File: src/hdl/dot_cfg.svh
// Configuration macros for the dot-product engine.
// Bus widths, lane count and the word address offset.

`ifndef DOT_CFG_SVH
`define DOT_CFG_SVH

// --------------------
// Bus widths.
// --------------------
`define DOT_DATA_W 32
`define DOT_ADDR_W 32

// --------------------
// Register map.
// --------------------
// One coefficient register per lane.
`define DOT_NUM_LANES 4
// Byte offset bits below the word address.
`define DOT_ADDR_LSB 2

`endif

File: src/hdl/dot_pkg.sv
// Shared types of the dot-product engine.
// Data word, strobe, lane index, lane vector and AXI response.

`include "dot_cfg.svh"

`default_nettype none

package dot_pkg;

    // --------------------
    // Data path types.
    // --------------------
    // One data word or coefficient.
    typedef logic [`DOT_DATA_W-1:0] word_t;

    // One strobe bit per data byte.
    typedef logic [`DOT_DATA_W/8-1:0] strb_t;

    // Index of a register, which is also its lane.
    typedef logic [$clog2(`DOT_NUM_LANES)-1:0] lane_idx_t;

    // One word per lane, lane 0 in the low bits.
    typedef logic [`DOT_NUM_LANES-1:0][`DOT_DATA_W-1:0] word_vec_t;

    // --------------------
    // Bus types.
    // --------------------
    // AXI response codes.
    typedef enum logic [1:0] {
        RESP_OKAY   = 2'b00,
        RESP_EXOKAY = 2'b01,
        RESP_SLVERR = 2'b10,
        RESP_DECERR = 2'b11
    } resp_t;

endpackage

`default_nettype wire

File: src/hdl/coef_wr_if.sv
// Coefficient write broadcast from the register port to the lanes.

`timescale 1ns/1ns

`default_nettype none

interface coef_wr_if;
    import dot_pkg::*;

    // Single-cycle write strobe.
    logic      wr_en;
    // Target lane of the write.
    lane_idx_t wr_idx;
    // Byte enables of the write.
    strb_t     wr_strb;
    // Write data, merged under the strobes.
    word_t     wr_data;

    // Driver side, in the register port.
    modport port (
        output wr_en,
        output wr_idx,
        output wr_strb,
        output wr_data
    );

    // Receiver side, in every lane.
    modport lane (
        input wr_en,
        input wr_idx,
        input wr_strb,
        input wr_data
    );

endinterface

`default_nettype wire

File: src/hdl/coef_lane.sv
// One coefficient lane.
// Byte-strobed coefficient register and registered lane product.

`include "dot_cfg.svh"

`timescale 1ns/1ns

`default_nettype none

module coef_lane #(
    // Register index served by this lane.
    parameter dot_pkg::lane_idx_t LANE_IDX = '0
) (
    input  wire logic           i_clk,
    input  wire logic           i_sync_rst,
    coef_wr_if.lane             i_wr,
    // Vector element for this lane.
    input  wire dot_pkg::word_t i_elem,
    output var  dot_pkg::word_t o_coef,
    output var  dot_pkg::word_t o_prod
);
    import dot_pkg::*;

    word_t r_coef;
    word_t r_prod;

    // --------------------
    // Coefficient register.
    // --------------------
    // Only strobed bytes of the addressed lane change.
    always_ff @(posedge i_clk) begin
        if (i_sync_rst) begin
            r_coef <= '0;
        end else if (i_wr.wr_en && (i_wr.wr_idx == LANE_IDX)) begin
            for (int b = 0; b < `DOT_DATA_W/8; b++) begin
                if (i_wr.wr_strb[b]) begin
                    r_coef[b*8 +: 8] <= i_wr.wr_data[b*8 +: 8];
                end
            end
        end
    end

    // --------------------
    // Product stage.
    // --------------------
    // Low word of the product; upper bits fall away.
    always_ff @(posedge i_clk) begin
        r_prod <= r_coef * i_elem;
    end

    assign o_coef = r_coef;
    assign o_prod = r_prod;

endmodule

`default_nettype wire

File: src/flat_wrapper.sv
// flat-port wrapper written by rule: the top's interface ports become plain ports
module coef_lane_flat import dot_pkg::*;
#(
                                          
    parameter dot_pkg::lane_idx_t LANE_IDX = '0
)
  (i_clk, i_sync_rst, i_elem, o_coef, o_prod, i_wr_wr_en, i_wr_wr_idx, i_wr_wr_strb, i_wr_wr_data);
  coef_wr_if i_wr_i ();
  input  wire logic i_clk;
  input  wire logic i_sync_rst;
  input  wire dot_pkg::word_t i_elem;
  output var  dot_pkg::word_t o_coef;
  output var  dot_pkg::word_t o_prod;
  input wire logic [$bits(i_wr_i.wr_en)-1:0] i_wr_wr_en;
  input wire logic [$bits(i_wr_i.wr_idx)-1:0] i_wr_wr_idx;
  input wire logic [$bits(i_wr_i.wr_strb)-1:0] i_wr_wr_strb;
  input wire logic [$bits(i_wr_i.wr_data)-1:0] i_wr_wr_data;
  assign i_wr_i.wr_en = i_wr_wr_en;
  assign i_wr_i.wr_idx = i_wr_wr_idx;
  assign i_wr_i.wr_strb = i_wr_wr_strb;
  assign i_wr_i.wr_data = i_wr_wr_data;
  coef_lane #(.LANE_IDX(LANE_IDX)) u_core (.i_clk(i_clk), .i_sync_rst(i_sync_rst), .i_wr(i_wr_i), .i_elem(i_elem), .o_coef(o_coef), .o_prod(o_prod));
endmodule
File: config.mk
export PLATFORM = sky130hd
export DESIGN_NAME = coef_lane_flat
export DESIGN_NICKNAME = d
export VERILOG_FILES = /design/src/hdl/dot_pkg.sv /design/src/hdl/coef_wr_if.sv /design/src/hdl/coef_lane.sv /design/src/flat_wrapper.sv
export VERILOG_INCLUDE_DIRS = /design/src /design/src/hdl
export SDC_FILE = /design/constraint.sdc
export NUM_CORES = 1
export LEC_CHECK = 0
export BUFFER_PORTS_ARGS = -buffer_cell sky130_fd_sc_hd__buf_2
export CELL_PAD_IN_SITES_DETAIL_PLACEMENT = 1
export CELL_PAD_IN_SITES_GLOBAL_PLACEMENT = 1
export CORE_MARGIN = 1
export CORE_UTILIZATION = 49
export CTS_CLUSTER_DIAMETER = 120
export DETAILED_ROUTE_END_ITERATION = 12
export PLACE_DENSITY_LB_ADDON = 0.15
export SLEW_MARGIN = 20
export SYNTH_ARGS = -nofsm -noshare
export SYNTH_HDL_FRONTEND = slang
export SYNTH_SLANG_ARGS = --single-unit
File: constraint.sdc
create_clock -name i_clk -period 10.55 [get_ports i_clk]
set_input_delay 2.11 -clock i_clk [delete_from_list [all_inputs] [get_ports i_clk]]
set_output_delay 2.11 -clock i_clk [all_outputs]
set_load 0.02 [all_outputs]
==> results by group <==
Routing
  • DR WL/cell: 20.76 um
  • TritonRoute pass-1 iters: 5
  • Final WL: 50710 um
  • Vias/cell: 5.281
  • Post-route ant nets: 0
  • Via count: 12900
  • Residual DRC: 0
  • Initial drt markers: 514

Clocking
  • Total clock sinks: 64
  • H-tree Lvls: 3
  • Cts bufs inserted: 9
  • Post_cts resized: 0
  • Worst-skew pair later-pin latency: 0.36 ns
  • Clk slew on worst S/H paths: 0.06 ns
  • Setup Buffers After CTS: 0
  • Root buffer cell: clkbuf_16
  • CTS tree: built
  • Max Root-Sink Buffers: 2
  • Hold Buf Count CTS: 0

Timing
  • Tmin final: 8.641 ns
  • Worst-margin pin slew: 0.9316 ns
  • Max frequency: 115.7 MHz
  • WHS: 0.4781 ns
  • Final Skew: 0.01190 ns
  • TNS Setup: 0 ns
  • RSZ-0062 raised after global routing: no
  • Tcrit/Tclk final: 81.90%
  • Final hold vios: 0
  • Slew Viols, Final: 0
  • Setup violations, final: 0
  • Max-slew headroom: 37.81%

Hold path
  • HP Class: flop to flop

Cells and area
  • Area Growth Syn to Fin: 7.862%
  • Cell area after layout: 18990 sq um
  • N_diodes: 0
  • Fillers: 4082
  • Commonest non-fill, non-tap cells in the layout: fa_1, and2_1, inv_1
  • Layout cell share with drive strength beyond 1: 9.036%
  • Leading cell type in the layout, fill and taps excluded: fa_1
  • Nets: 2580

Floorplanning
  • Cell Rows: 69
  • Die W: 191.5 um
  • Die Y: 191.5 um
  • Starting density of the core: 49.61%
  • Die area: 36680 sq um
  • IO Pins: 137
  • Core area: 35480 sq um

Power
  • Switching share of power: 41.83%
  • Reg power frac: 25.1%
  • Peak VDD IR: 0.00009541 V
  • Leakage: 0.009052 uW
  • Internal: 682.5 uW
  • Total Power: 1173 uW
  • Switch Pwr: 490.9 uW
  • Clock power frac: 29.6%
  • Power per cell area: 61.81 nW/um^2
  • Comb pwr share: 45.4%

Worst setup path
  • Worst Setup Path Type: primary input to flop
  • Family with the most delay on the worst path: adder cells
  • Arr. time, crit path: 8.86 ns
  • Worst Path Required: 10.77 ns
  • CP Launch Type: primary input
  • Critical path capture point type: flop
  • Critical Path Fanout Max: 24
  • Top cell by count, worst path: fa_1
  • Critical path's slowest cell: fa_1
  • Critical path buffers and inverters: 6
  • Crit-path max cell delay: 0.55 ns
  • CP Cell Sequence: buf_2, nand2_1, fa_1, inv_1, fa_1, fa_1, inv_1, fa_1, inv_1, fa_1, inv_1, fa_1, inv_1, fa_1, fa_1, ha_1, a2111oi_2, o21ai_0, a221oi_2, a32o_1, o21ai_1, a21oi_1, xnor2_1

Run
  • MaxCap Viol Count: 0

GRT
  • GRT met3 Usage: 3.507%
  • Vias in the first global route: 14750
  • Initial antenna violation count: 0
  • GRT met1 Usage: 38.99%
  • Gr usage total: 29.49%
  • First-pass GRT wire length: 80860 um
  • Met2 GRT Util: 50.15%
  • Gr ovfl total: 0
  • GR peak layer: met2
  • Largest net degree at the start of global routing: 33

Yosys
  • Ys flop type: dfxtp_1
  • #FFs+latches synth: 64
  • Mux cell area share after synthesis: 0%
  • Yosys warns: 0
  • Async S/R FF share, synth: 0%
  • Mapped Cells: 1902
  • Synth Area per Inst: 9.254 sq um
  • Largest family of logic cells by synthesized area: adder cells
  • Register area share after synthesis: 7.279%
  • Syn Nets: 2506
  • Proportion of netlist area held by the largest area contributor: 46.40%
  • EDFF count, synth: 0
  • Area contributors post-synth: fa_1, and2_1, ha_1
  • Top cell type by total area after synthesis: fa_1
  • Complex-gate fraction of the synthesized area: 4.080%
  • Simple-Gate Fraction of Synth Area: 19.49%
  • Distinct cell type count of the synthesized netlist: 44
  • Post-synthesis xor/xnor area fraction: 4.229%
  • Synthesized area: 17600 sq um
  • Post-Synth Adder-Cell Area: 55.15%

Place
  • DPL Wire Length: 41120 um
  • Port bufs: 136
  • Placed Area: 18660 sq um
  • Gpl congestion: 0.8144

Run status
  • Result of the run: complete, no violations
per-stage QoR:
stage               worst slack (ns)  utilization, %  cells
detailed placement             1.558           52.59   2426
CTS                            1.961           53.51   2442
global placement               1.737           52.59   2426
floorplan                      2.109               -   1902
global route                   1.672           53.51   2442
finish                         1.909           53.51   2442
registers in the layout, summed over array words and instances, names as in the netlist:
signal,flops
u_core.o_coef,32
u_core.o_prod,32
cells in the mapped netlist, types with 2 or more instances:
| library cell | n |
|---|---|
| inv_1 | 365 |
| o21bai_1 | 7 |
| o21a_1 | 4 |
| dfxtp_1 | 64 |
| nand2b_1 | 4 |
| xnor2_1 | 68 |
| fa_1 | 408 |
| and2_1 | 373 |
| nor2_1 | 16 |
| ha_1 | 123 |
| o21ai_0 | 14 |
| nand3_1 | 3 |
| nand4_1 | 3 |
| o31ai_1 | 2 |
| a31oi_1 | 2 |
| a2111oi_0 | 3 |
| nor2b_1 | 2 |
| nor3b_1 | 2 |
| xor2_1 | 17 |
| nand2_1 | 237 |
| clkbuf_1 | 92 |
| a21o_1 | 8 |
| o21ai_1 | 4 |
| nor3_1 | 8 |
| a21oi_1 | 54 |
path summary, 6_finish.rpt:
path	slack, ns	to	start	cells after the start
min	0.48	u_core.o_coef[3]	u_core.o_coef[3]	2
min reg2reg	0.48	u_core.o_coef[3]	u_core.o_coef[3]	2
max reg2reg	3.05	u_core.o_prod[31]	u_core.o_coef[11]	22
max	1.91	u_core.o_prod[31]	i_elem[8]	23
metal layers:
layer | part of all wire [%] | up-vias
met5 | 0 | -
met4 | 3.2 | 0
met2 | 50 | 360
met1 | 43 | 6759
li1 | - | 5708
met3 | 4.4 | 70
worst min-delay path, cell delays in order (launching register included):
cell	delay, ns
dfxtp_1	0.32
nand2_1	0.06
a21oi_1	0.05
cell type report:
cell class	count	area, sq um	area share [%]
Clock buffer	9	225.2	1.186
Clock inverter	7	101.3	0.5338
Inverter	365	1370	7.216
Multi-Input combinational cell	1380	14600	76.90
Sequential cell	64	1281	6.748
Tap cell	461	576.8	3.038
Timing Repair Buffer	156	830.8	4.376
kinds of logic after synthesis:
| group | Yosys count |
|---|---|
| AOI/OAI and AO/OA | 113 |
| xor gates and xnor gates | 85 |
| adders and majority gates | 531 |
| buffers and inverters | 458 |
| DFF | 64 |
| and+or+nand+nor | 651 |
power groups by stage:
stage	registers [uW]	clock network, uW	logic, uW
final	294	347	532
after global routing	297	360	586
after CTS	294	354	541
after detailed placement	298	0	539
after global placement	299	0	515
after floorplan	338	0	299
No activity file was read; power rests on OpenSTA's default activity.
