$ cat src/hdl/dot_cfg.svh
// Configuration macros for the dot-product engine.
// Bus widths, lane count and the word address offset.

`ifndef DOT_CFG_SVH
`define DOT_CFG_SVH

// --------------------
// Bus widths.
// --------------------
`define DOT_DATA_W 32
`define DOT_ADDR_W 32

// --------------------
// Register map.
// --------------------
// One coefficient register per lane.
`define DOT_NUM_LANES 4
// Byte offset bits below the word address.
`define DOT_ADDR_LSB 2

`endif

$ cat src/hdl/dot_pkg.sv
// Shared types of the dot-product engine.
// Data word, strobe, lane index, lane vector and AXI response.

`include "dot_cfg.svh"

`default_nettype none

package dot_pkg;

    // --------------------
    // Data path types.
    // --------------------
    // One data word or coefficient.
    typedef logic [`DOT_DATA_W-1:0] word_t;

    // One strobe bit per data byte.
    typedef logic [`DOT_DATA_W/8-1:0] strb_t;

    // Index of a register, which is also its lane.
    typedef logic [$clog2(`DOT_NUM_LANES)-1:0] lane_idx_t;

    // One word per lane, lane 0 in the low bits.
    typedef logic [`DOT_NUM_LANES-1:0][`DOT_DATA_W-1:0] word_vec_t;

    // --------------------
    // Bus types.
    // --------------------
    // AXI response codes.
    typedef enum logic [1:0] {
        RESP_OKAY   = 2'b00,
        RESP_EXOKAY = 2'b01,
        RESP_SLVERR = 2'b10,
        RESP_DECERR = 2'b11
    } resp_t;

endpackage

`default_nettype wire

$ cat src/hdl/coef_wr_if.sv
// Coefficient write broadcast from the register port to the lanes.

`timescale 1ns/1ns

`default_nettype none

interface coef_wr_if;
    import dot_pkg::*;

    // Single-cycle write strobe.
    logic      wr_en;
    // Target lane of the write.
    lane_idx_t wr_idx;
    // Byte enables of the write.
    strb_t     wr_strb;
    // Write data, merged under the strobes.
    word_t     wr_data;

    // Driver side, in the register port.
    modport port (
        output wr_en,
        output wr_idx,
        output wr_strb,
        output wr_data
    );

    // Receiver side, in every lane.
    modport lane (
        input wr_en,
        input wr_idx,
        input wr_strb,
        input wr_data
    );

endinterface

`default_nettype wire

$ cat src/hdl/axil_reg_port.sv
// AXI4-Lite slave port of the coefficient registers.
// Write handshake and broadcast to the lanes, read multiplexer and R hold.

`include "dot_cfg.svh"

`timescale 1ns/1ns

`default_nettype none

module axil_reg_port (
    input  wire logic                    i_clk,
    input  wire logic                    i_sync_rst,
    // Write address channel.
    input  wire logic [`DOT_ADDR_W-1:0]  i_awaddr,
    input  wire logic                    i_awvalid,
    output var  logic                    o_awready,
    // Write data channel.
    input  wire dot_pkg::word_t          i_wdata,
    input  wire dot_pkg::strb_t          i_wstrb,
    input  wire logic                    i_wvalid,
    output var  logic                    o_wready,
    // Write response channel.
    output var  dot_pkg::resp_t          o_bresp,
    output var  logic                    o_bvalid,
    input  wire logic                    i_bready,
    // Read address channel.
    input  wire logic [`DOT_ADDR_W-1:0]  i_araddr,
    input  wire logic                    i_arvalid,
    output var  logic                    o_arready,
    // Read data channel.
    output var  dot_pkg::word_t          o_rdata,
    output var  dot_pkg::resp_t          o_rresp,
    output var  logic                    o_rvalid,
    input  wire logic                    i_rready,
    // Current coefficients, for readback.
    input  wire dot_pkg::word_vec_t      i_coefs,
    // Write broadcast to the lanes.
    coef_wr_if.port                      o_wr
);
    import dot_pkg::*;

    localparam int IDX_W = $bits(lane_idx_t);

    // --------------------
    // Write path.
    // --------------------
    // High while no write is in progress.
    logic      r_wr_idle;
    // AWREADY and WREADY always pulse together.
    logic      r_wr_ready;
    // Word address of the accepted write.
    lane_idx_t r_wr_idx;
    logic      r_bvalid;

    logic      w_wr_start;
    logic      w_wr_fire;
    logic      w_b_done;

    // Both channels present and the slave idle.
    assign w_wr_start = r_wr_idle && !r_wr_ready && i_awvalid && i_wvalid;
    // AW and W transfer on the same edge.
    assign w_wr_fire  = r_wr_ready && i_awvalid && i_wvalid;
    assign w_b_done   = r_bvalid && i_bready;

    // Idle again only once the response is taken.
    always_ff @(posedge i_clk) begin
        if (i_sync_rst) begin
            r_wr_idle <= 1'b1;
        end else if (w_wr_start) begin
            r_wr_idle <= 1'b0;
        end else if (w_b_done) begin
            r_wr_idle <= 1'b1;
        end
    end

    // One-cycle ready pulse after the address is latched.
    always_ff @(posedge i_clk) begin
        if (i_sync_rst) begin
            r_wr_ready <= 1'b0;
        end else begin
            r_wr_ready <= w_wr_start;
        end
    end

    // Keep only the word address bits, upper bits alias.
    always_ff @(posedge i_clk) begin
        if (w_wr_start) begin
            r_wr_idx <= i_awaddr[`DOT_ADDR_LSB +: IDX_W];
        end
    end

    // Response follows the ready pulse and waits for BREADY.
    always_ff @(posedge i_clk) begin
        if (i_sync_rst) begin
            r_bvalid <= 1'b0;
        end else if (w_wr_fire) begin
            r_bvalid <= 1'b1;
        end else if (w_b_done) begin
            r_bvalid <= 1'b0;
        end
    end

    assign o_awready = r_wr_ready;
    assign o_wready  = r_wr_ready;
    assign o_bvalid  = r_bvalid;
    // Every address decodes.
    assign o_bresp   = RESP_OKAY;

    // Strobe and data go straight to the lanes in the transfer cycle.
    assign o_wr.wr_en   = w_wr_fire;
    assign o_wr.wr_idx  = r_wr_idx;
    assign o_wr.wr_strb = i_wstrb;
    assign o_wr.wr_data = i_wdata;

    // --------------------
    // Read path.
    // --------------------
    logic      r_arready;
    lane_idx_t r_rd_idx;
    logic      r_rvalid;
    word_t     r_rdata;

    logic      w_rd_start;
    logic      w_rd_fire;

    // No new address while read data is still pending.
    assign w_rd_start = i_arvalid && !r_arready && !r_rvalid;
    assign w_rd_fire  = r_arready && i_arvalid;

    always_ff @(posedge i_clk) begin
        if (i_sync_rst) begin
            r_arready <= 1'b0;
        end else begin
            r_arready <= w_rd_start;
        end
    end

    always_ff @(posedge i_clk) begin
        if (w_rd_start) begin
            r_rd_idx <= i_araddr[`DOT_ADDR_LSB +: IDX_W];
        end
    end

    // R data is held until RREADY.
    always_ff @(posedge i_clk) begin
        if (i_sync_rst) begin
            r_rvalid <= 1'b0;
        end else if (w_rd_fire) begin
            r_rvalid <= 1'b1;
        end else if (r_rvalid && i_rready) begin
            r_rvalid <= 1'b0;
        end
    end

    // Coefficient multiplexer.
    always_ff @(posedge i_clk) begin
        if (w_rd_fire) begin
            r_rdata <= i_coefs[r_rd_idx];
        end
    end

    assign o_arready = r_arready;
    assign o_rvalid  = r_rvalid;
    assign o_rdata   = r_rdata;
    assign o_rresp   = RESP_OKAY;

endmodule

`default_nettype wire

$ cat src/flat_wrapper.sv
// flat-port wrapper written by rule: the top's interface ports become plain ports
module axil_reg_port_flat import dot_pkg::*;
  (i_clk, i_sync_rst, i_awaddr, i_awvalid, o_awready, i_wdata, i_wstrb, i_wvalid, o_wready, o_bresp, o_bvalid, i_bready, i_araddr, i_arvalid, o_arready, o_rdata, o_rresp, o_rvalid, i_rready, i_coefs, o_wr_wr_en, o_wr_wr_idx, o_wr_wr_strb, o_wr_wr_data);
  coef_wr_if o_wr_i ();
  input  wire logic i_clk;
  input  wire logic i_sync_rst;
  input  wire logic [`DOT_ADDR_W-1:0] i_awaddr;
  input  wire logic i_awvalid;
  output var  logic o_awready;
  input  wire dot_pkg::word_t i_wdata;
  input  wire dot_pkg::strb_t i_wstrb;
  input  wire logic i_wvalid;
  output var  logic o_wready;
  output var  dot_pkg::resp_t o_bresp;
  output var  logic o_bvalid;
  input  wire logic i_bready;
  input  wire logic [`DOT_ADDR_W-1:0] i_araddr;
  input  wire logic i_arvalid;
  output var  logic o_arready;
  output var  dot_pkg::word_t o_rdata;
  output var  dot_pkg::resp_t o_rresp;
  output var  logic o_rvalid;
  input  wire logic i_rready;
  input  wire dot_pkg::word_vec_t i_coefs;
  output wire logic [$bits(o_wr_i.wr_en)-1:0] o_wr_wr_en;
  output wire logic [$bits(o_wr_i.wr_idx)-1:0] o_wr_wr_idx;
  output wire logic [$bits(o_wr_i.wr_strb)-1:0] o_wr_wr_strb;
  output wire logic [$bits(o_wr_i.wr_data)-1:0] o_wr_wr_data;
  assign o_wr_wr_en = o_wr_i.wr_en;
  assign o_wr_wr_idx = o_wr_i.wr_idx;
  assign o_wr_wr_strb = o_wr_i.wr_strb;
  assign o_wr_wr_data = o_wr_i.wr_data;
  axil_reg_port u_core (.i_clk(i_clk), .i_sync_rst(i_sync_rst), .i_awaddr(i_awaddr), .i_awvalid(i_awvalid), .o_awready(o_awready), .i_wdata(i_wdata), .i_wstrb(i_wstrb), .i_wvalid(i_wvalid), .o_wready(o_wready), .o_bresp(o_bresp), .o_bvalid(o_bvalid), .i_bready(i_bready), .i_araddr(i_araddr), .i_arvalid(i_arvalid), .o_arready(o_arready), .o_rdata(o_rdata), .o_rresp(o_rresp), .o_rvalid(o_rvalid), .i_rready(i_rready), .i_coefs(i_coefs), .o_wr(o_wr_i));
endmodule
$ cat config.mk
export PLATFORM = sky130hd
export DESIGN_NAME = axil_reg_port_flat
export DESIGN_NICKNAME = d
export VERILOG_FILES = /design/src/hdl/dot_pkg.sv /design/src/hdl/coef_wr_if.sv /design/src/hdl/axil_reg_port.sv /design/src/flat_wrapper.sv
export VERILOG_INCLUDE_DIRS = /design/src /design/src/hdl
export SDC_FILE = /design/constraint.sdc
export NUM_CORES = 1
export LEC_CHECK = 0
export BUFFER_PORTS_ARGS = -buffer_cell sky130_fd_sc_hd__buf_2
export CAP_MARGIN = 20
export CORE_AREA = 2 2 123 125
export CTS_CLUSTER_SIZE = 24
export DETAILED_ROUTE_END_ITERATION = 7
export DIE_AREA = 0 0 125 127
export GPL_TIMING_DRIVEN = 0
export PLACE_DENSITY = 0.47
export SLEW_MARGIN = 20
export SYNTH_ARGS = -nofsm -noshare
export SYNTH_HDL_FRONTEND = slang
export SYNTH_SLANG_ARGS = --single-unit
export TNS_END_PERCENT = 1
$ cat constraint.sdc
create_clock -name i_clk -period 2 [get_ports i_clk]
set_input_delay 0 -clock i_clk [delete_from_list [all_inputs] [get_ports i_clk]]
set_output_delay 0 -clock i_clk [all_outputs]
set_load 0.05 [all_outputs]
==> run metrics <==
hold buffers post-CTS=7; filler cell count=1534; GRT overflow=0; post-synthesis register bit count=41; clock power share=34.8%; CTS tree=done; Avg Cell Area, Syn=17.6 um^2; Flop pwr share=37.6%; antenna violations before repair=2; TritonRoute pass-1 iters=4; area leader, netlist=edfxtp_1; placed cells=537; Leak=1.85 nW; met1 GRT Util=9.50%; sw frac=28.0%; Internal=1.89 mW; max cap viols=0; # rows=44; Routed wire per std cell=14.3 um; CTS sink count=41; total wire length=7.88 mm; initial core utilization=16.6%; PortBufs=214; Crit path arrival time=1.45 ns; GRT met3 Usage=3.27%; vias=2112; Reg clk slew, reported paths=0.06 ns; Clock Tree Buf Depth=2; # resized after CTS=0; Clock Latency Late Sink=0.28 ns; Final Non-Filler Cells=553; placer congestion estimate=0.728; switching pwr=0.736 mW; DRT iter0 DRCs=47; critical path class=reg -> reg; Max FO, Critical Path=10; WHS=0.0334 ns; Power Dens Cells=666 mW/mm^2; Layout area overhead=65.2%; combinational fraction of design power=27.5%; antenna cells=0; largest net degree at the start of global routing=33; count leader, synth=buf_4; CP required=2.01 ns; first-pass GRT wire length=11.6 mm; Slew Viols, Final=0; crit path time final=1.43 ns; Final Power=2.63 mW; hpwl dp=6.74 mm; post-synth cell types=18; Mapped Area=0.00239 mm^2; share of cells above drive strength 1=81.3%; Post-synth top cells=buf_4 (41), edfxtp_1 (36), mux4_2 (30); Final period util=71.7%; via/cell ratio=3.82; Post-route DRC=0; Least-Margin Pin Slew=0.730 ns; Core Util, Final=27.4%; maximum VDD drop=0.224 mV; setup TNS=0 ns; crit end category=flip-flop; Clock Tree Root=clkbuf_16; fmax=697 MHz; post-CTS setup buffers=0; Setup-failing EPs final=0; post-route ant nets=0; post-synth top area share=45.3%; RSZ-0062 raised after global routing=no; asr flop ratio synth=0%; number of enable flip-flop cells after synthesis=36; global-route met2 utilization=18.2%; busiest metal layer after global routing=met2; worst slew margin relative to its limit=51.3%; skew final=0.00721 ns; synthesized instance count=136; GRT Util Overall=9.48%; Ys Warns=0; Main synth FF type=edfxtp_1; CTS buffer count=5; Worst Hold Class=in -> reg; startpoint type of the worst setup path=flip-flop; Die Width=125 um; vias in the first global route=2305; endpoints failing hold=0; Die Area=0.0159 mm^2; Die Y=127 um; Core ar.=0.0144 mm^2; # IOs=315; H-tree Lvls=2; status=finished, final reports clean; Nets=603; synth top area cells=edfxtp_1 (45%), mux4_2 (28%), buf_4 (13%); sequential area share after synthesis=49.4%
## per-layer routing
layer | vias to the layer above | share of wire (%)
met5 | - | 0.32
met4 | 4 | 1.5
met3 | 10 | 10
met2 | 160 | 54
met1 | 977 | 34
li1 | 961 | -
## sequential cells by signal, summed over array words and instances (netlist names)
register	flops
u_core.o_arready	1
u_core.o_awready	1
u_core.o_bvalid	1
u_core.o_rdata	32
u_core.o_rvalid	1
u_core.o_wr.wr_idx	2
u_core.r_rd_idx	2
u_core.r_wr_idle	1
## path summary, 6_finish.rpt
kind	from	end	slack, ns	depth (start not counted)
setup / recovery	u_core.r_rd_idx[0]$_DFFE_PP_	u_core.o_rdata[3]$_DFFE_PP_	0.57	3
hold / removal	i_wvalid	u_core.o_bvalid$_SDFFE_PP0P_	0.03	3
setup reg to reg	u_core.r_rd_idx[0]$_DFFE_PP_	u_core.o_rdata[3]$_DFFE_PP_	0.57	3
hold reg to reg	u_core.o_bvalid$_SDFFE_PP0P_	u_core.o_bvalid$_SDFFE_PP0P_	0.49	2
## cells by family after synthesis
group | after synthesis | synth area share [%]
and+or+nand+nor | 8 | 2.15
buffers and inverters | 50 | 16.8
muxes | 32 | 30.5
AOI/OAI and AO/OA | 4 | 0.943
DFF | 41 | 49.5
other | 1 | 0.157
## power groups by stage
stage,clock (mW),sequential (mW),combinational [mW]
after CTS,0.952,0.989,0.735
after global placement,0,1.01,0.715
final,0.916,0.989,0.724
after floorplan,0,1.10,0.404
after global routing,0.983,0.992,0.771
after detailed placement,0,1.01,0.723
## final cells by class
cell class	instances	area, um^2	area share (%)
clock buffer	6	129	3.27
tap	184	230	5.84
clock inverter	2	35.0	0.888
sequential	41	1180	29.9
multi-input combinational	48	817	20.7
timing repair buffer	222	1150	29.2
inverter	2	7.51	0.190
buffer	48	394	9.99
## placed cells by master, fill, tap and decap left out, types with 2 or more instances in the layout
master	count
conb_1	4
dlygate4sd3_1	8
clkbuf_16	5
a21oi_1	3
buf_2	217
buf_12	3
mux4_2	30
nand2b_1	2
nor2b_1	2
dfxtp_1	5
edfxtp_1	36
buf_4	41
mux4_1	2
## critical path: stages (launching register included)
cell and delay [ns]:
edfxtp_1 0.34, buf_6 0.15, buf_12 0.16, mux4_2 0.51
## stage by stage
step,setup slack (ns),cell area (um^2)
floorplan,0.195,2400
global placement,0.0948,3700
detailed placement,0.564,3700
CTS,0.538,3940
global route,0.502,3950
finish,0.565,3950
No activity file was read; power rests on OpenSTA's default activity.
