===== src/hdl/dot_cfg.svh =====
// Configuration macros for the dot-product engine.
// Bus widths, lane count and the word address offset.

`ifndef DOT_CFG_SVH
`define DOT_CFG_SVH

// --------------------
// Bus widths.
// --------------------
`define DOT_DATA_W 32
`define DOT_ADDR_W 32

// --------------------
// Register map.
// --------------------
// One coefficient register per lane.
`define DOT_NUM_LANES 4
// Byte offset bits below the word address.
`define DOT_ADDR_LSB 2

`endif


===== src/hdl/dot_pkg.sv =====
// Shared types of the dot-product engine.
// Data word, strobe, lane index, lane vector and AXI response.

`include "dot_cfg.svh"

`default_nettype none

package dot_pkg;

    // --------------------
    // Data path types.
    // --------------------
    // One data word or coefficient.
    typedef logic [`DOT_DATA_W-1:0] word_t;

    // One strobe bit per data byte.
    typedef logic [`DOT_DATA_W/8-1:0] strb_t;

    // Index of a register, which is also its lane.
    typedef logic [$clog2(`DOT_NUM_LANES)-1:0] lane_idx_t;

    // One word per lane, lane 0 in the low bits.
    typedef logic [`DOT_NUM_LANES-1:0][`DOT_DATA_W-1:0] word_vec_t;

    // --------------------
    // Bus types.
    // --------------------
    // AXI response codes.
    typedef enum logic [1:0] {
        RESP_OKAY   = 2'b00,
        RESP_EXOKAY = 2'b01,
        RESP_SLVERR = 2'b10,
        RESP_DECERR = 2'b11
    } resp_t;

endpackage

`default_nettype wire


===== src/hdl/dot_sum.sv =====
// Adder stage of the inner product.
// Sums the lane products and aligns the vector valid.

`include "dot_cfg.svh"

`timescale 1ns/1ns

`default_nettype none

module dot_sum (
    input  wire logic               i_clk,
    input  wire logic               i_sync_rst,
    // Registered lane products.
    input  wire dot_pkg::word_vec_t i_prods,
    input  wire logic               i_vec_valid,
    output var  dot_pkg::word_t     o_in_prod,
    output var  logic               o_in_prod_valid
);
    import dot_pkg::*;

    // Valid after the product stage.
    logic  r_vld_prod;
    word_t w_sum;

    // Modulo 2^32 sum of all lanes.
    always_comb begin
        w_sum = '0;
        for (int i = 0; i < `DOT_NUM_LANES; i++) begin
            w_sum = w_sum + i_prods[i];
        end
    end

    // --------------------
    // Valid pipeline.
    // --------------------
    // Two stages, matching product and sum.
    always_ff @(posedge i_clk) begin
        if (i_sync_rst) begin
            r_vld_prod      <= 1'b0;
            o_in_prod_valid <= 1'b0;
        end else begin
            r_vld_prod      <= i_vec_valid;
            o_in_prod_valid <= r_vld_prod;
        end
    end

    // Sum register runs every cycle.
    always_ff @(posedge i_clk) begin
        o_in_prod <= w_sum;
    end

endmodule

`default_nettype wire


===== config.mk =====
export PLATFORM = sky130hd
export DESIGN_NAME = dot_sum
export DESIGN_NICKNAME = d
export VERILOG_FILES = /design/src/hdl/dot_pkg.sv /design/src/hdl/dot_sum.sv
export VERILOG_INCLUDE_DIRS = /design/src /design/src/hdl
export SDC_FILE = /design/constraint.sdc
export NUM_CORES = 1
export LEC_CHECK = 0
export ABC_AREA = 0
export BUFFER_PORTS_ARGS = -buffer_cell sky130_fd_sc_hd__buf_4
export CAP_MARGIN = 20
export CELL_PAD_IN_SITES_DETAIL_PLACEMENT = 0
export CELL_PAD_IN_SITES_GLOBAL_PLACEMENT = 1
export CORE_UTILIZATION = 37
export CTS_BUF_LIST = sky130_fd_sc_hd__clkbuf_16
export CTS_CLUSTER_DIAMETER = 80
export DETAILED_ROUTE_END_ITERATION = 8
export HOLD_SLACK_MARGIN = 0.05
export PLACE_DENSITY = 0.91
export RECOVER_POWER = 50
export SYNTH_ARGS = -nofsm -noshare
export SYNTH_HDL_FRONTEND = slang
export SYNTH_SLANG_ARGS = --single-unit

===== constraint.sdc =====
create_clock -name i_clk -period 4.95 [get_ports i_clk]
set_input_delay 0.7425 -clock i_clk [delete_from_list [all_inputs] [get_ports i_clk]]
set_output_delay 0.7425 -clock i_clk [all_outputs]
set_load 0.1 [all_outputs]

==> flow_metrics.tcl, run 1 <==
set metrics [dict create \
    startpoint "i_prods[1]" \
    grtUsageTotal_pct 15.7 \
    final.period_utilization_pct 79.2 \
    cp_slowest_stage_delay_ns 0.56 \
    setup.worst_path.end_class "flip-flop" \
    setup.worst_path.end "o_in_prod[29]$_DFF_P_" \
    detail-route-antenna-nets 0 \
    regToRegSetupSlack_ns 4.44 \
    final_layout_net_count 887 \
    timing.setup.critical_path_class "input port to flip-flop" \
    ys_types 54 \
    routabilityCongestion 0.845 \
    h-tree-depth 2 \
    rsz_0062_raised_after_global_routing "no" \
    synth.yosys.seq_area_share_pct 15.6 \
    drc_errors 0 \
    fin_total_pwr_w 0.00312 \
    fin_ws_ns 1.03 \
    irDropWorstVdd_v 0.000653 \
    yosys.cell_count.top_type "inv_1" \
    detailedPlacementHpwl_um 8230 \
    synthToLayoutAreaGrowth_pct 30.4 \
    route.vias.total 3759 \
    post-route-util_pct 49.5 \
    finalHoldViolCount 0 \
    period_needed_ns 3.92 \
    floorplan.die.width_um 110 \
    clock_latency_ns 0.27 \
    detailedPlace.worstSlack_ns 0.736 \
    grt_first_pass_wirelength_um 16100 \
    final-setup-viol-count 0 \
    yosys_warnings 0 \
    syn_area_per_cell_um2 8.55 \
    most_frequent_cp_cell "fa_1" \
    syn_inst 509 \
    routed_wl_um 9220 \
    grt_remaining_overflow 0 \
    die_area_mm2 0.0122 \
    cp.required_ns 5.10 \
    synth_top_cell_area_share_pct 28.5 \
    critical_path.top_delay_family "adder cells" \
    post-cts-setup-buffers 0 \
    grt_antenna_before_repair 0 \
    synth_top_area_cell "fa_1" \
    count_of_tritonroute_iterations_in_the_first_routing_pass 5 \
    start_kind "input port" \
    synth_top_cells_by_count "inv_1, fa_1, dfxtp_1" \
    maximum_number_of_pins_on_one_net_before_global_route_repair 11 \
    syn-num-nets 733 \
    fin_worst_hold_slack_ns 0.449 \
    arrival_ns 4.07 \
    clk_transition_reported_paths_ns 0.05 \
    post_synth_edffs 0 \
    antenna_cells_inserted 0 \
    place.port_buffers 163 \
    pin_count 164 \
    critical_path_depth 12 \
    worst-r2r-cell-count 1 \
    critical_path_buf_inv_count 1 \
    via_count_of_the_first_global_routing_pass 3728 \
    startpoint_of_the_tightest_hold_check_path "r_vld_prod$_SDFF_PP0_" \
    fin_tns_setup_ns 0 \
    summed_instance_area_of_the_synthesized_netlist_mm2 0.00435 \
    hold_class "flip-flop to flip-flop" \
    crit_chain "buf_4 -> fa_1 -> fa_1 -> ha_1 -> fa_1 -> a21oi_1 -> o21ai_2 -> a21oi_2 -> o31ai_2 -> a31oi_2 -> nor3_1 -> or4b_1" \
    max_cap_violations 0 \
    run_status "finished, final reports clean" \
    count_of_instances_resized_after_the_clock_tree_is_built 0 \
    synth-main-ff-cell "dfxtp_1" \
    rows 39 \
    power_density_mw_per_mm2 549 \
    cts_max_path_buffers 2 \
    cts_tree "done" \
    drive_above_1_share_pct 22.3 \
    slew-limit-headroom_pct 16.1 \
    ctsRootBufferMaster "clkbuf_16" \
    floorplan.core_area_mm2 0.0115 \
    wl_per_instance_um 11.4 \
    timing_worst_slew_pin_value_ns 1.26 \
    ys_ff_latch 34 \
    synth_area_leaders "fa_1, dfxtp_1, inv_1" \
    final.setup_skew_ns 0.000113 \
    p_leak_nw 3.12 \
    fmaxAchievable_ghz 0.255 \
    route.detailed.vias_per_inst 4.66 \
    iteration_0_drc_markers 139 \
    synth-async-reset-ratio_pct 0 \
    die_height_um 110 \
    critical_path.max_fanout 4 \
    reg2reg_from "r_vld_prod$_SDFF_PP0_" \
    timing_max_transition_violations_final 0 \
    cpMaxStageDelayCell "fa_1" \
    initial_core_util_pct 38.0 \
    cts_inserted_buffers 5 \
    worst_r2r_endpoint "o_in_prod_valid$_SDFF_PP0_" \
    post_cts_hold_buffer_count 0 \
    cts_sinks 34 \
]
[layout by cell type (no fill, tap or decap), types with 3 or more instances in the layout]
cell type and n:
a21o_1 11, clkbuf_1 30, nand2_1 8, ha_1 31
dfxtp_1 34, fa_1 62, inv_1 178, o21ai_0 13
nor2_1 14, nand2b_1 3, nand3_1 9, a31oi_1 5
xor2_1 8, clkbuf_4 3, a211oi_1 4, o21bai_1 3
o2111ai_1 5, nand3b_1 3, xnor2_1 22, buf_4 130
nand4_1 11, nor2b_1 6, clkbuf_16 5, a21oi_1 28
[state kept, by name (all words and copies together) (netlist names)]
signal	count
r_vld_prod	1
o_in_prod	32
o_in_prod_valid	1
[cell type report]
| type | count | area, µm² |
|---|---|---|
| Clock buffer | 5 | 125 |
| Tap cell | 143 | 179 |
| Timing Repair Buffer | 163 | 1110 |
| Inverter | 177 | 664 |
| Fill cell | 1095 | 5790 |
| Clock inverter | 3 | 12.5 |
| Multi-Input combinational cell | 282 | 2910 |
| Sequential cell | 34 | 681 |
[power by group]
| group | internal [W] | switching [W] |
|---|---|---|
| Clock | 0.000182 | 0.000111 |
| Sequential | 0.000421 | 0.0000388 |
| Combinational | 0.000622 | 0.00174 |
| Total | 0.00122 | 0.00189 |
[layer usage]
| layer | routed length [µm] | GRT usage, % | vias to the layer above |
|---|---|---|---|
| li1 | - | - | 1868 |
| met1 | 3990 | 19.6 | 1730 |
| met2 | 4570 | 28.0 | 148 |
| met3 | 482 | 1.87 | 13 |
| met4 | 175 | 4.62 | 0 |
| met5 | 0 | 0 | - |
[how the worst min path moves through the flow]
stage | to | cells after the start
floorplan | o_in_prod_valid$_SDFF_PP0_ | 1
global placement | o_in_prod_valid$_SDFF_PP0_ | 1
detailed placement | o_in_prod_valid$_SDFF_PP0_ | 1
CTS | o_in_prod_valid$_SDFF_PP0_ | 1
global route | o_in_prod_valid$_SDFF_PP0_ | 1
finish | o_in_prod_valid$_SDFF_PP0_ | 1
[logic make-up (layout without fill, tap and decap cells)]
logic type	count (synthesis)	after routing	share of synthesized area [%]
buffers and inverters	193	348	17.6
AOI/OAI and AO/OA	95	95	15.4
adders and majority gates	93	93	37.4
and+or+nand+nor	64	64	7.93
DFF	34	34	15.6
xor gates and xnor gates	30	30	6.03
[metrics by stage]
stage / cell area (µm²) / instances
after detailed placement: 5650 / 799
after global routing: 5680 / 807
after CTS: 5790 / 807
after floorplan: 4350 / 509
final: 5680 / 807
after global placement: 5650 / 799
No activity file was read; power rests on OpenSTA's default activity.
==> inputs of run 2 (changes only) <==
- CORE_UTILIZATION: 37 -> 33
- PLACE_DENSITY: 0.91 -> 0.86
- clock period: 4.95 -> 3.2 ns (I/O delays scaled with it)
==> flow_metrics.tcl, run 2 (synthesized netlist as in run 1, its figures left out) <==
set metrics [dict create \
    run_status "finished, violations left" \
    violations "negative setup slack" \
    p_sw_w 0.00329 \
    grt_antenna_before_repair 0 \
    ctsRootBufferMaster "clkbuf_16" \
    cts_tree "done" \
    finalHoldViolCount 0 \
    final.setup_skew_ns 0.000736 \
    arrival_ns 3.49 \
    comb_power_share_pct 79.8 \
    reg2reg_from "r_vld_prod$_SDFF_PP0_" \
    share_of_power_burned_in_registers_pct 12.3 \
    power_density_mw_per_mm2 855 \
    hold_class "input port to flip-flop" \
    timing_max_transition_violations_final 0 \
    floorplan.die.width_um 117 \
    synthToLayoutAreaGrowth_pct 57.0 \
    max_cap_violations 0 \
    route.vias.total 4047 \
    routed_wl_um 10900 \
    clk_transition_reported_paths_ns 0.06 \
    rsz_0062_raised_after_global_routing "yes" \
    cts_inserted_buffers 5 \
    setup.worst_path.end_class "flip-flop" \
    cp.required_ns 3.36 \
    irDropWorstVdd_v 0.000336 \
    fmaxAchievable_ghz 0.300 \
    floorplan.core_area_mm2 0.0127 \
    final_layout_net_count 971 \
    cts_max_path_buffers 2 \
    via_count_of_the_first_global_routing_pass 4102 \
    fin_ws_ns -0.136 \
    layout_common_cells "buf_4, inv_1, fa_1" \
    critical_path.max_fanout 3 \
    startpoint "i_prods[1]" \
    die_height_um 117 \
    final-setup-viol-count 4 \
    power.share.clock_pct 7.9 \
    fin_tns_setup_ns -0.268 \
    iteration_0_drc_markers 125 \
    wl_per_instance_um 11.9 \
    start_kind "input port" \
    cp_slowest_stage_delay_ns 0.50 \
    cts_sinks 34 \
    cpMaxStageDelayCell "fa_1" \
    startpoint_of_the_tightest_hold_check_path "i_sync_rst" \
    final.period_utilization_pct 104 \
    grtUsageTotal_pct 16.0 \
    slew-limit-headroom_pct 20.0 \
    detailedPlace.worstSlack_ns -0.428 \
    routabilityCongestion 0.830 \
    maximum_number_of_pins_on_one_net_before_global_route_repair 12 \
    rows 41 \
    largest_register_ff_count 32 \
    antenna_cells_inserted 0 \
    period_needed_ns 3.34 \
    post_cts_hold_buffer_count 0 \
    grt_first_pass_wirelength_um 17500 \
    timing.setup.critical_path_class "input port to flip-flop" \
    route.detailed.vias_per_inst 4.40 \
    drc_errors 0 \
    timing_worst_slew_pin_value_ns 1.20 \
    p_leak_nw 3.58 \
    crit_chain "buf_6 -> fa_1 -> fa_1 -> ha_2 -> fa_2 -> a21oi_4 -> o21ai_4 -> a21oi_4 -> o31ai_4 -> a31oi_4 -> o2111ai_1 -> or4b_4" \
    layout_commonest_cell "buf_4" \
    die_area_mm2 0.0137 \
    pin_count 164 \
    h-tree-depth 2 \
    register_bank_with_the_most_flops "o_in_prod" \
    power.share.switching_pct 56.3 \
    place.port_buffers 163 \
    cell_internal_pwr_w 0.00255 \
    drive_above_1_share_pct 41.8 \
    clock_latency_ns 0.28 \
    detail-route-antenna-nets 0 \
    grt_remaining_overflow 0 \
    detailedPlacementHpwl_um 9360 \
    count_of_tritonroute_iterations_in_the_first_routing_pass 4 \
    initial_core_util_pct 34.2 \
    reg_top3 "o_in_prod (32), o_in_prod_valid (1), r_vld_prod (1)" \
]
-- run 2: changes by cell type in the layout (fill, tap and decap cells not counted), moves of 5 or more --
cell / before / now
ha_1: 31 / 17
a21oi_2: 1 / 9
o21ai_0: 13 / 5
ha_4: 0 / 12
inv_1: 178 / 162
fa_2: 0 / 5
buf_4: 130 / 215
buf_6: 0 / 5
fa_1: 62 / 57
a21oi_1: 28 / 16
inv_2: 0 / 13
-- run 2: worst paths after layout --
| kind | slack, ns | to | depth (start not counted) |
|---|---|---|---|
| max | -0.14 | o_in_prod[29]$_DFF_P_ | 12 |
| min | 0.37 | r_vld_prod$_SDFF_PP0_ | 2 |
| max reg2reg | 2.69 | o_in_prod_valid$_SDFF_PP0_ | 1 |
| min reg2reg | 0.45 | o_in_prod_valid$_SDFF_PP0_ | 1 |
-- run 2: layout make-up --
| class | instances | area (µm²) |
|---|---|---|
| Sequential cell | 34 | 681 |
| Timing Repair Buffer | 247 | 1780 |
| Inverter | 177 | 674 |
| Multi-Input combinational cell | 282 | 3350 |
| Tap cell | 172 | 215 |
| Fill cell | 1225 | 5890 |
| Clock inverter | 3 | 16.3 |
| Clock buffer | 5 | 125 |
-- run 2: metrics by stage --
stage | cells | util [%] | instance area [µm²] | total power (W) | hold WS [ns]
after CTS | 909 | 52.4 | 6660 | 0.00573 | 0.362
after floorplan | 509 | - | 4590 | 0.00397 | 0.414
final | 920 | 53.7 | 6840 | 0.00584 | 0.367
after global routing | 920 | 53.7 | 6840 | 0.00622 | 0.370
after detailed placement | 898 | 50.3 | 6400 | 0.00515 | 0.450
after global placement | 898 | 50.3 | 6400 | 0.00510 | 0.430
-- run 2: metal layers --
| layer | GRT usage, % | share of wire [%] | vias up |
|---|---|---|---|
| met5 | 0 | 0 | - |
| met4 | 2.78 | 0.90 | 0 |
| met3 | 1.75 | 5.0 | 6 |
| met2 | 31.0 | 53 | 119 |
| met1 | 19.0 | 41 | 1885 |
| li1 | - | - | 2037 |
-- run 2: power groups by stage --
stage / logic (W) / registers, W / clock network (W)
floorplan: 0.00173 / 0.00224 / 0
global placement: 0.00437 / 0.000730 / 0
detailed placement: 0.00441 / 0.000736 / 0
CTS: 0.00454 / 0.000727 / 0.000469
global route: 0.00499 / 0.000739 / 0.000491
finish: 0.00466 / 0.000718 / 0.000462
-- run 2: timing repair --
action,4_1_cts,5_1_grt
setup endpoints to repair,9,15
resized for setup,13,57
pin swaps,12,49
buffers inserted,3,11
hold endpoints to repair,0,0
-- run 2: worst max-delay path: cells and delay by family --
| kind | cells | cell delay, ns |
|---|---|---|
| buffers and inverters | 1 | 0.09 |
| and+or+nand+nor | 1 | 0.46 |
| adders and majority gates | 4 | 1.43 |
| AOI/OAI and AO/OA | 6 | 1.00 |
